===== src/dbg_pkg.sv =====
package dbg_pkg;

	typedef logic [15:0] word_t;
	typedef logic [7:0]  page_t;

	// One bit per pipeline flag, spare pads to a byte
	typedef struct packed {
		logic stall;
		logic flush;
		logic mem_rd;
		logic mem_wr;
		logic wb_en;
		logic alu_flag;
		logic decoder_error;
		logic spare;
	} probe_flags_t;

	// Order matches the page codes 0x01 to 0x0A
	typedef struct packed {
		word_t        if_pc;
		word_t        if_inst;
		word_t        id_pc;
		word_t        id_inst;
		word_t        alu_op1;
		word_t        alu_op2;
		word_t        alu_res;
		word_t        wb_res;
		word_t        mem_addr;
		word_t        mem_data;
		probe_flags_t flags;
	} cpu_probe_t;

	typedef struct packed {
		logic       en;
		logic [2:0] addr;
		word_t      value;
	} reg_wr_t;

	// Master side of AXI4-Lite
	typedef struct packed {
		logic        awvalid;
		logic [7:0]  awaddr;
		logic        wvalid;
		logic [31:0] wdata;
		logic [3:0]  wstrb;
		logic        bready;
		logic        arvalid;
		logic [7:0]  araddr;
		logic        rready;
	} axil_req_t;

	// Slave side of AXI4-Lite
	typedef struct packed {
		logic        awready;
		logic        wready;
		logic        bvalid;
		logic [1:0]  bresp;
		logic        arready;
		logic        rvalid;
		logic [31:0] rdata;
		logic [1:0]  rresp;
	} axil_rsp_t;

	localparam page_t PAGE_FLAGS    = 8'h00;
	localparam page_t PAGE_IF_PC    = 8'h01;
	localparam page_t PAGE_IF_INST  = 8'h02;
	localparam page_t PAGE_ID_PC    = 8'h03;
	localparam page_t PAGE_ID_INST  = 8'h04;
	localparam page_t PAGE_ALU_OP1  = 8'h05;
	localparam page_t PAGE_ALU_OP2  = 8'h06;
	localparam page_t PAGE_ALU_RES  = 8'h07;
	localparam page_t PAGE_WB_RES   = 8'h08;
	localparam page_t PAGE_MEM_ADDR = 8'h09;
	localparam page_t PAGE_MEM_DATA = 8'h0A;
	localparam page_t PAGE_REG_BASE = 8'h30;

	localparam int NUM_REGS_DEF = 8;

endpackage


===== src/cpu_regfile.sv =====
module cpu_regfile
	import dbg_pkg::*;
#(
	parameter int NUM_REGS = 8
) (
	input  logic                 clk,
	input  logic                 rst_n,
	input  reg_wr_t              wr,
	input  logic [2:0]           rd_addr1,
	input  logic [2:0]           rd_addr2,
	output word_t                rd_value1,
	output word_t                rd_value2,
	output word_t [NUM_REGS-1:0] dump
);

	word_t [NUM_REGS-1:0] regs;
	logic                 wr_in_range;
	logic                 rd1_in_range;
	logic                 rd2_in_range;

	assign wr_in_range  = int'(wr.addr) < NUM_REGS;
	assign rd1_in_range = int'(rd_addr1) < NUM_REGS;
	assign rd2_in_range = int'(rd_addr2) < NUM_REGS;

	always_ff @(posedge clk or negedge rst_n) begin
		if (!rst_n) begin
			regs <= '0;
		end else if (wr.en && wr_in_range) begin
			regs[wr.addr] <= wr.value;
		end
	end

	// No write bypass, reads show what is stored
	always_comb begin
		rd_value1 = '0;
		rd_value2 = '0;
		if (rd1_in_range) begin
			rd_value1 = regs[rd_addr1];
		end
		if (rd2_in_range) begin
			rd_value2 = regs[rd_addr2];
		end
	end

	// Register i sits in word i of the dump
	assign dump = regs;

	wr_addr_legal: assert property (
		@(posedge clk) disable iff (!rst_n)
		wr.en |-> wr_in_range
	);

endmodule


===== src/dbg_csr.sv =====
module dbg_csr
	import dbg_pkg::*;
#(
	parameter int ADDR_W = 8
) (
	input  logic      clk,
	input  logic      rst_n,
	input  axil_req_t req,
	output axil_rsp_t rsp,
	input  word_t     live_pc,
	input  word_t     led_data,
	input  page_t     sw_page,
	output page_t     page,
	output logic      freeze
);

	localparam logic [ADDR_W-1:0] ADDR_CTRL   = ADDR_W'(8'h0);
	localparam logic [ADDR_W-1:0] ADDR_PAGE   = ADDR_W'(8'h4);
	localparam logic [ADDR_W-1:0] ADDR_BP_PC  = ADDR_W'(8'h8);
	localparam logic [ADDR_W-1:0] ADDR_STATUS = ADDR_W'(8'hC);

	localparam logic [1:0] RESP_OKAY   = 2'b00;
	localparam logic [1:0] RESP_SLVERR = 2'b10;

	logic              ctrl_override;
	logic              ctrl_freeze;
	logic              ctrl_bp_en;
	logic              hit;
	page_t             page_q;
	word_t             bp_pc;
	logic              bp_match;

	logic              wr_go;
	logic              rd_go;
	logic [ADDR_W-1:0] wr_addr;
	logic [ADDR_W-1:0] rd_addr;
	logic              wr_ok;
	logic              rd_ok;
	logic [31:0]       rd_word;

	logic              bvalid;
	logic [1:0]        bresp;
	logic              rvalid;
	logic [1:0]        rresp;
	logic [31:0]       rdata;

	////////////////////////////////////////////////////////////////////////////
	// Handshake and decode

	// Both channels accepted together, never with a response pending
	assign wr_go   = req.awvalid && req.wvalid && !bvalid;
	assign rd_go   = req.arvalid && !rvalid;
	assign wr_addr = req.awaddr[ADDR_W-1:0];
	assign rd_addr = req.araddr[ADDR_W-1:0];
	assign wr_ok   = wr_addr inside {ADDR_CTRL, ADDR_PAGE, ADDR_BP_PC, ADDR_STATUS};

	always_comb begin
		rd_word = '0;
		rd_ok   = 1'b1;
		case (rd_addr)
			ADDR_CTRL:   rd_word = {29'd0, ctrl_bp_en, ctrl_freeze, ctrl_override};
			ADDR_PAGE:   rd_word = {24'd0, page_q};
			ADDR_BP_PC:  rd_word = {16'd0, bp_pc};
			ADDR_STATUS: rd_word = {15'd0, freeze, led_data};
			default:     rd_ok = 1'b0;
		endcase
	end

	////////////////////////////////////////////////////////////////////////////
	// Control registers and breakpoint

	assign bp_match = ctrl_bp_en && (live_pc == bp_pc);

	always_ff @(posedge clk or negedge rst_n) begin
		if (!rst_n) begin
			ctrl_override <= 1'b0;
			ctrl_freeze   <= 1'b0;
			ctrl_bp_en    <= 1'b0;
			hit           <= 1'b0;
			page_q        <= '0;
			bp_pc         <= '0;
		end else begin
			if (wr_go) begin
				case (wr_addr)
					ADDR_CTRL: begin
						if (req.wstrb[0]) begin
							ctrl_override <= req.wdata[0];
							ctrl_bp_en    <= req.wdata[2];
							// Unfreeze wins over a host freeze in the same word
							if (req.wdata[3]) begin
								ctrl_freeze <= 1'b0;
								hit         <= 1'b0;
							end else begin
								ctrl_freeze <= req.wdata[1];
							end
						end
					end
					ADDR_PAGE: begin
						if (req.wstrb[0]) begin
							page_q <= req.wdata[7:0];
						end
					end
					ADDR_BP_PC: begin
						if (req.wstrb[0]) begin
							bp_pc[7:0] <= req.wdata[7:0];
						end
						if (req.wstrb[1]) begin
							bp_pc[15:8] <= req.wdata[15:8];
						end
					end
					default: begin
					end
				endcase
			end
			// A match on this edge outranks a clear
			if (bp_match) begin
				hit <= 1'b1;
			end
		end
	end

	assign freeze = ctrl_freeze || hit;
	assign page   = ctrl_override ? page_q : sw_page;

	////////////////////////////////////////////////////////////////////////////
	// Responses

	always_ff @(posedge clk or negedge rst_n) begin
		if (!rst_n) begin
			bvalid <= 1'b0;
			rvalid <= 1'b0;
		end else begin
			if (wr_go) begin
				bvalid <= 1'b1;
			end else if (req.bready) begin
				bvalid <= 1'b0;
			end
			if (rd_go) begin
				rvalid <= 1'b1;
			end else if (req.rready) begin
				rvalid <= 1'b0;
			end
		end
	end

	always_ff @(posedge clk) begin
		if (wr_go) begin
			bresp <= wr_ok ? RESP_OKAY : RESP_SLVERR;
		end
		if (rd_go) begin
			rresp <= rd_ok ? RESP_OKAY : RESP_SLVERR;
			rdata <= rd_word;
		end
	end

	always_comb begin
		rsp.awready = wr_go;
		rsp.wready  = wr_go;
		rsp.bvalid  = bvalid;
		rsp.bresp   = bresp;
		rsp.arready = rd_go;
		rsp.rvalid  = rvalid;
		rsp.rdata   = rdata;
		rsp.rresp   = rresp;
	end

	b_held: assert property (
		@(posedge clk) disable iff (!rst_n)
		rsp.bvalid && !req.bready |=> rsp.bvalid && $stable(rsp.bresp)
	);

	r_held: assert property (
		@(posedge clk) disable iff (!rst_n)
		rsp.rvalid && !req.rready |=> rsp.rvalid && $stable(rsp.rdata)
	);

endmodule


===== src/dbg_panel_top.sv =====
module dbg_panel_top
	import dbg_pkg::*;
#(
	parameter int NUM_REGS = NUM_REGS_DEF,
	parameter int ADDR_W   = 8
) (
	input  logic       clk,
	input  logic       rst_n,
	input  word_t      sw,
	output word_t      led_data,
	input  cpu_probe_t probe,
	input  reg_wr_t    reg_wr,
	input  logic [2:0] rd_addr1,
	input  logic [2:0] rd_addr2,
	output word_t      rd_value1,
	output word_t      rd_value2,
	input  axil_req_t  axil_req,
	output axil_rsp_t  axil_rsp
);

	typedef word_t [NUM_REGS-1:0] reg_dump_t;

	reg_dump_t  reg_live;
	reg_dump_t  reg_view;
	cpu_probe_t probe_view;
	page_t      page;
	logic       freeze;

	cpu_regfile #(
		.NUM_REGS(NUM_REGS)
	) i_cpu_regfile (
		.clk      (clk),
		.rst_n    (rst_n),
		.wr       (reg_wr),
		.rd_addr1 (rd_addr1),
		.rd_addr2 (rd_addr2),
		.rd_value1(rd_value1),
		.rd_value2(rd_value2),
		.dump     (reg_live)
	);

	////////////////////////////////////////////////////////////////////////////
	// Frozen view, both snapshots share one freeze level

	probe_snapshot #(
		.payload_t(reg_dump_t)
	) i_reg_snapshot (
		.clk   (clk),
		.rst_n (rst_n),
		.freeze(freeze),
		.live  (reg_live),
		.view  (reg_view)
	);

	probe_snapshot #(
		.payload_t(cpu_probe_t)
	) i_probe_snapshot (
		.clk   (clk),
		.rst_n (rst_n),
		.freeze(freeze),
		.live  (probe),
		.view  (probe_view)
	);

	// Breakpoint compares against the live fetch PC
	dbg_csr #(
		.ADDR_W(ADDR_W)
	) i_dbg_csr (
		.clk     (clk),
		.rst_n   (rst_n),
		.req     (axil_req),
		.rsp     (axil_rsp),
		.live_pc (probe.if_pc),
		.led_data(led_data),
		.sw_page (sw[15:8]),
		.page    (page),
		.freeze  (freeze)
	);

	led_page_mux #(
		.NUM_REGS(NUM_REGS)
	) i_led_page_mux (
		.page    (page),
		.sw      (sw),
		.probe   (probe_view),
		.regs    (reg_view),
		.led_data(led_data)
	);

endmodule


===== src/led_page_mux.sv =====
module led_page_mux
	import dbg_pkg::*;
#(
	parameter int NUM_REGS = 8
) (
	input  page_t                page,
	input  word_t                sw,
	input  cpu_probe_t           probe,
	input  word_t [NUM_REGS-1:0] regs,
	output word_t                led_data
);

	probe_flags_t f;
	page_t        reg_idx;
	logic         reg_page;

	assign f        = probe.flags;
	assign reg_idx  = page - PAGE_REG_BASE;
	assign reg_page = (page >= PAGE_REG_BASE) && (int'(reg_idx) < NUM_REGS);

	////////////////////////////////////////////////////////////////////////////
	// Page select

	always_comb begin
		case (page)
			// Every flag followed by a dark LED
			PAGE_FLAGS: begin
				led_data = {f.stall, 1'b0, f.flush, 1'b0, f.mem_rd, 1'b0,
					f.mem_wr, 1'b0, f.wb_en, 1'b0, f.alu_flag, 1'b0,
					f.decoder_error, 1'b0, 2'b00};
			end
			PAGE_IF_PC:    led_data = probe.if_pc;
			PAGE_IF_INST:  led_data = probe.if_inst;
			PAGE_ID_PC:    led_data = probe.id_pc;
			PAGE_ID_INST:  led_data = probe.id_inst;
			PAGE_ALU_OP1:  led_data = probe.alu_op1;
			PAGE_ALU_OP2:  led_data = probe.alu_op2;
			PAGE_ALU_RES:  led_data = probe.alu_res;
			PAGE_WB_RES:   led_data = probe.wb_res;
			PAGE_MEM_ADDR: led_data = probe.mem_addr;
			PAGE_MEM_DATA: led_data = probe.mem_data;
			default: begin
				// Register pages, switches everywhere else
				if (reg_page) begin
					led_data = regs[reg_idx];
				end else begin
					led_data = sw;
				end
			end
		endcase
	end

endmodule


===== src/probe_snapshot.sv =====
module probe_snapshot #(
	parameter type payload_t = logic [15:0]
) (
	input  logic     clk,
	input  logic     rst_n,
	input  logic     freeze,
	input  payload_t live,
	output payload_t view
);

	// Tracks live with one cycle of lag, holds while frozen
	always_ff @(posedge clk or negedge rst_n) begin
		if (!rst_n) begin
			view <= '0;
		end else if (!freeze) begin
			view <= live;
		end
	end

	// Freeze sampled high means the next view equals the current one
	view_held: assert property (
		@(posedge clk) disable iff (!rst_n)
		freeze |=> $stable(view)
	);

endmodule

===== config.mk =====
export PLATFORM = sky130hd
export DESIGN_NAME = dbg_panel_top
export DESIGN_NICKNAME = d
export VERILOG_FILES = /design/src/dbg_pkg.sv /design/src/cpu_regfile.sv /design/src/dbg_csr.sv /design/src/dbg_panel_top.sv /design/src/led_page_mux.sv /design/src/probe_snapshot.sv
export SDC_FILE = /design/constraint.sdc
export NUM_CORES = 1
export LEC_CHECK = 0
export BUFFER_PORTS_ARGS = -buffer_cell sky130_fd_sc_hd__buf_4
export CORE_MARGIN = 3
export CORE_UTILIZATION = 62
export CTS_CLUSTER_SIZE = 14
export DETAILED_ROUTE_END_ITERATION = 16
export PLACE_DENSITY = 0.85
export REMOVE_ABC_BUFFERS = 1
export SLEW_MARGIN = 20
export SYNTH_ARGS = -nofsm -noshare
export SYNTH_HDL_FRONTEND = slang
export SYNTH_HIERARCHICAL = 1
export SYNTH_SLANG_ARGS = --single-unit
export TNS_END_PERCENT = 100

===== constraint.sdc =====
create_clock -name clk -period 9.11 [get_ports clk]
set_input_delay 1.822 -clock clk [delete_from_list [all_inputs] [get_ports clk]]
set_output_delay 1.822 -clock clk [all_outputs]
set_load 0.005 [all_outputs]

* Word level (Yosys, flattened, before mapping)
Cells that the tools add are included.
** Operators by class
- $add $sub $neg :: 1
- $mul :: 0
- Div/mod/pow operators :: 0
- $lt $le $gt $ge :: 7
- Eq/ne operators :: 17
- Shift operators :: 0
- Multiplexer cells :: 26
- Bitwise operators :: 0
- Reduce and logical (&&, ||, !) cells :: 25
** Operator list (count)
- $pmux W16 S11 :: 1
- $bmux W16 S3 :: 3
- $bwmux W128 :: 1
- $mux W16 :: 5
- $pmux W17 S4 :: 1
- $eq A8 B4 Y1 const B :: 7
- $demux W16 S3 :: 1
- $eq A8 B3 Y1 const B :: 6
- $logic_not A8 Y1 :: 3
- $eq A16 B16 Y1 :: 1
- $eq A8 B2 Y1 const B :: 2
- $lt A8 B4 Y1 const B :: 2
- $lt A3 B4 Y1 const B :: 3
- $reduce_and A3 Y1 :: 4
- $reduce_bool A2 Y1 :: 6
- $mux W1 :: 11
- $eq A8 B1 Y1 const B :: 1
- $ge A8 B6 Y1 const B :: 1
- $mux W8 :: 1
- $sub A8 B6 Y8 const B :: 1
- $logic_and A1 B1 Y1 :: 6
- $mux W2 :: 2
- $reduce_and A4 Y1 :: 1
- $reduce_bool A4 Y1 :: 1
- other kinds (4) :: 5
** Storage, ports and cells
- Register bits :: 489
- Bits in latches :: 0
- Memory bits (writable) :: 0
- Memory bits (read-only) :: 0
- Input bits :: 269
- Output and inout port bits :: 89
- Word-level logic and storage cells :: 121
- Memories kept :: 0

* Longest topological paths before layout
- Depth after elaboration :: 7
- Depth in mapped cells :: 15
- Depth with buffers taken out :: 10

* Modules after synthesis
The synthesis kept the hierarchy.
** By module, submodules not included
- cpu_regfile :: times used 1, cells an instance 393, area an instance 7000.5 um^2, sequential area each 3203.1 um^2
- probe_snapshot at i_probe_snapshot :: times used 1, cells an instance 355, area an instance 6663.9 um^2, sequential area each 4204.0 um^2
- probe_snapshot at i_reg_snapshot :: times used 1, cells an instance 270, area an instance 4822.1 um^2, sequential area each 3203.1 um^2
- led_page_mux :: times used 1, cells an instance 338, area an instance 2849.0 um^2, sequential area each 0.0 um^2
- dbg_csr :: times used 1, cells an instance 204, area an instance 2605.0 um^2, sequential area each 1321.3 um^2

* Least setup slack after synthesis
OpenSTA, ideal clock, no wires.
- Path type :: input port to output port
- Start point :: input sw[14]
- End point :: output led_data[1]
- Arrival :: 3.384 ns
- Required time :: 7.288 ns
- Setup slack :: 3.904 ns
- Stages on the path :: 6
- Buffers on the path :: 0
- Cell sequence :: mux2_2 or4_4 nor2_4 a31oi_1 o32a_1 a32oi_1
** On the way
- Longest elaborated chain between the ends :: 6
- Elaborated cells between the ends (all ways) :: 18
- Those cells by class :: add/sub: 1; order compare: 2; eq/ne: 10; mux: 3; reduce/logical: 2
** Ends and longest elaborated chain
- from (decl) :: line dbg_panel_top.sv:9 : input word_t sw,
- $mux W8 (*) :: line dbg_csr.sv:123 : assign page = ctrl_override ? page_q : sw_page;
- $sub A8 B6 Y8 :: line led_page_mux.sv:18 : assign reg_idx = page - PAGE_REG_BASE;
- $lt A8 B4 Y1 :: line led_page_mux.sv:19 : assign reg_page = (page >= PAGE_REG_BASE) && (int'(reg_idx) < NUM_REGS);
- $logic_and A1 B1 Y1 :: line led_page_mux.sv:19
- $mux W16 :: line led_page_mux.sv:44 : if (reg_page) begin
- $pmux W16 S11 (*) :: line led_page_mux.sv:25 : case (page)
- to (decl) :: line dbg_panel_top.sv:10 : output word_t led_data,
Every way passes the cells marked *; elsewhere a longest branch is shown, timed or not.

* Worst setup path after layout
- Start point :: input sw[8]
- End point :: output led_data[13]
** On the way
- Longest elaborated chain between the ends :: 6
- Elaborated cells between the ends (all ways) :: 20
- Those cells by class :: add/sub: 1; order compare: 2; eq/ne: 10; mux: 5; reduce/logical: 2
** Ends and longest elaborated chain
- $mux W8 (*) :: line dbg_csr.sv:123
- via page[0] :: line dbg_panel_top.sv:26 : page_t page;
- $sub A8 B6 Y8 :: line led_page_mux.sv:18
- $lt A8 B4 Y1 / $bmux W16 S3 (equally long branches) :: line led_page_mux.sv:19, led_page_mux.sv:45
- $logic_and A1 B1 Y1 / $mux W16 (equally long branches) :: line led_page_mux.sv:19, led_page_mux.sv:45
- $mux W16 :: line led_page_mux.sv:44
- $pmux W16 S11 (*) :: line led_page_mux.sv:25
The timed path passes the listed nets; every way through them passes the cells marked *. The select of a mux whose other input is x is not followed.

==> results list <==
* Gr ovfl total: 0
- IO Count: 358
- After clock tree synthesis, the clock-pin slew on the worst setup and hold paths is 60 ps.
- The post-route netlist has between 50% and 60% of its cells at a drive strength greater than 1.
- The setup check on the worst reg-to-reg path leaves a slack of 4880 ps.
- Yosys warns: 6
* Floorplan die height: 202 um
- Setup Buffers After CTS: 0
- In this run switching power makes up 25.6% of total power.
* Mean routed wirelength per cell: 27.4 um
- Initial antenna violation count: 6
- Instance count along the most critical hold path: 1
- The path class of the tightest hold or removal check is reg -> reg.
- The worst path uses 74.3% of the clock period.
- Starting Density: 63.2%
- In the layout the commonest cells are 453 x sky130_fd_sc_hd__dfrtp_1, 401 x sky130_fd_sc_hd__mux2_2, 336 x sky130_fd_sc_hd__buf_4.
* Average cell area after synthesis: approximately 15 um2
- Input and output buffers added on the ports amount to 321.
- Vias in the first global route: 16204
- The filler cells instantiated in the layout total around 2400.
* Estimated wirelength of the detail-placed design: 43600 um
- The H-tree was split into 2 levels.
- The die is 202 um wide.
* Remaining routing DRC violations: 0
- Summed area of non-filler cells in the final layout: 27800 um2
- Num CTS Buffers: 48
* Net Switching: approximately 1.4 mW
- Total cell area at the placement stage: approximately 26000 um2
* Critical path required time: ~7300 ps
* Part of the power in combinational logic: 17.9%
- TritonCTS Sinks: 472
- Worst clock skew: between 15 and 20 ps
* Count of final max-slew check failures: 0
- Layout overhead on the synthesized area: 16.1%
- DRC marker count from the first detailed-route iteration: ~1200
- Multi-input logic area: 11100 um2
* Commonest non-fill, non-tap cell in the layout: sky130_fd_sc_hd__dfrtp_1
* Capture point of the worst reg-to-reg path: i_dbg_csr/rdata[0]
- Final weighted congestion of routability-driven global placement: 0.849
* Power density over the cells: 201 nW/um2
- Maximum resistive drop on vdd: 238 uV
* Cts repair resizes: 0
* Fin nets: 2100
- Entering global routing, the biggest net connects around 180 pins.
- For this design the static power due to leakage is 12.2 nW.
* Worst slew pin tran: 1090 ps
- The first TritonRoute pass finished after 5 iterations.
- Worst hold start: i_reg_snapshot/view[97]
- The sequential cells in the finished layout cover a total of 11900 um2.
- Slew HR: 27.2%
- By startpoint and endpoint, the worst setup path is classified as in -> out.
- Outcome: complete, no violations
- The internal power of the cells totals 4.15 mW.
- Number of cell instances on the worst register-to-register path: 8
- Synthesized netlist cell count: 1558
- At the later pin of the worst-skew pair, clock insertion delay measures 590 ps.
* Wire length of the first global-routing pass: ~98000 um
- Hold repair after CTS inserted 0 buffers.
- Upper clock frequency limit: 148 MHz
* Clock tree from TritonCTS: done
- The longest clock path from root to sink contains 3 buffers.
- The count of nets left with antenna violations once routing finished came out at 0.
* Sequential group share of total power: a little under half
- STA classifies the critical path startpoint as an input port.
- Setup total negative slack on the finished layout was measured at 0 ps.
* Total routing usage reported by global routing: 31.5%
- Die ar.: 40900 um2
* Synthesized cell area: 23900 um2
* Element type at the critical path end: output port
- Setup violations remaining at the end of the flow were counted as 0.
* Via count: 15371
- In this run, the clock network consumes 35.0% of the power.
* Reg2reg start: i_dbg_csr/ctrl_override
- The total count of hold-check failures in the final report is 0.
* Post-route minimum period: a little under 7000 ps
* RSZ-0062 raised after global routing: no
- The tool flagged a number of max-cap violations equal to 0.
- In the routed layout, each cell is associated on average with a via count of 6.46.
- Endpoint of the worst hold path: i_reg_snapshot/view[97]
* Worst path arrival time: around 5000 ps
- The core region is ~38000 um2.
- Total length of routed wires: 65300 um
- The floorplan has 71 rows.
- Largest driver fanout on the critical path: 47
- Clock tree synthesis selected as its root buffer the cell sky130_fd_sc_hd__clkbuf_16.
[power groups by stage]
| stage | sequential, mW | clock [mW] | combinational [mW] |
|---|---|---|---|
| floorplan | 2.57 | 0 | 0.609 |
| global placement | 2.62 | 0 | 0.957 |
| detailed placement | 2.65 | 0 | 0.991 |
| CTS | 2.62 | 1.98 | 1.00 |
| global route | 2.66 | 2.07 | 1.07 |
| finish | 2.63 | 1.95 | 0.999 |
[state kept, by name, summed over array words and instances (netlist names)]
signal and count:
i_cpu_regfile/dump 128, i_dbg_csr/bp_pc 16, i_dbg_csr/bresp 1, i_dbg_csr/bvalid 1, i_dbg_csr/ctrl_bp_en 1, i_dbg_csr/ctrl_freeze 1
i_dbg_csr/ctrl_override 1, i_dbg_csr/hit 1, i_dbg_csr/page_q 8, i_dbg_csr/rdata 17, i_dbg_csr/rresp 1, i_dbg_csr/rvalid 1
i_probe_snapshot/view 167, i_reg_snapshot/view 128
[routing by layer]
layer / part of all wire [%] / track usage [%]
met1: 38 / 40.6
met5: 0.032 / 0
met3: 7.8 / 7.22
met2: 50 / 52.2
met4: 4.0 / 12.9
[final cells by class]
class | count | area share, %
Timing Repair Buffer | 339 | 9.29
Clock buffer | 72 | 5.16
Sequential cell | 472 | 42.9
Tap cell | 511 | 2.30
Inverter | 4 | 0.0541
Antenna cell | 5 | 0.0451
Clock inverter | 11 | 0.415
Multi-Input combinational cell | 966 | 39.8
[how the worst max path moves through the flow]
stage	cells past startpoint	endpoint	start	slack [ps]
global route	9	led_data[13]	sw[8]	2220
finish	9	led_data[13]	sw[8]	2340
floorplan	5	led_data[10]	sw[8]	2540
detailed placement	9	led_data[11]	sw[8]	2390
global placement	9	led_data[11]	sw[8]	2390
CTS	9	led_data[13]	sw[8]	2370
[critical path: stages]
cell	delay, ps
sky130_fd_sc_hd__buf_4	90
sky130_fd_sc_hd__mux2_4	660
sky130_fd_sc_hd__buf_4	540
sky130_fd_sc_hd__mux4_2	570
sky130_fd_sc_hd__mux2i_1	470
sky130_fd_sc_hd__nand2_1	130
sky130_fd_sc_hd__o211ai_1	140
sky130_fd_sc_hd__o311ai_1	230
sky130_fd_sc_hd__buf_4	210
[per-stage QoR]
step | util [%] | cells | hold WS [ps] | power [mW] | setup WS [ps]
floorplan | - | 1442 | 456 | 3.18 | 2540
detailed placement | 69.2 | 2292 | 488 | 3.65 | 2390
finish | 73.3 | 2380 | 499 | 5.58 | 2340
global placement | 69.2 | 2292 | 482 | 3.58 | 2390
global route | 73.3 | 2379 | 511 | 5.79 | 2220
CTS | 73.3 | 2375 | 501 | 5.60 | 2370
(Power assumes the default switching activity.)
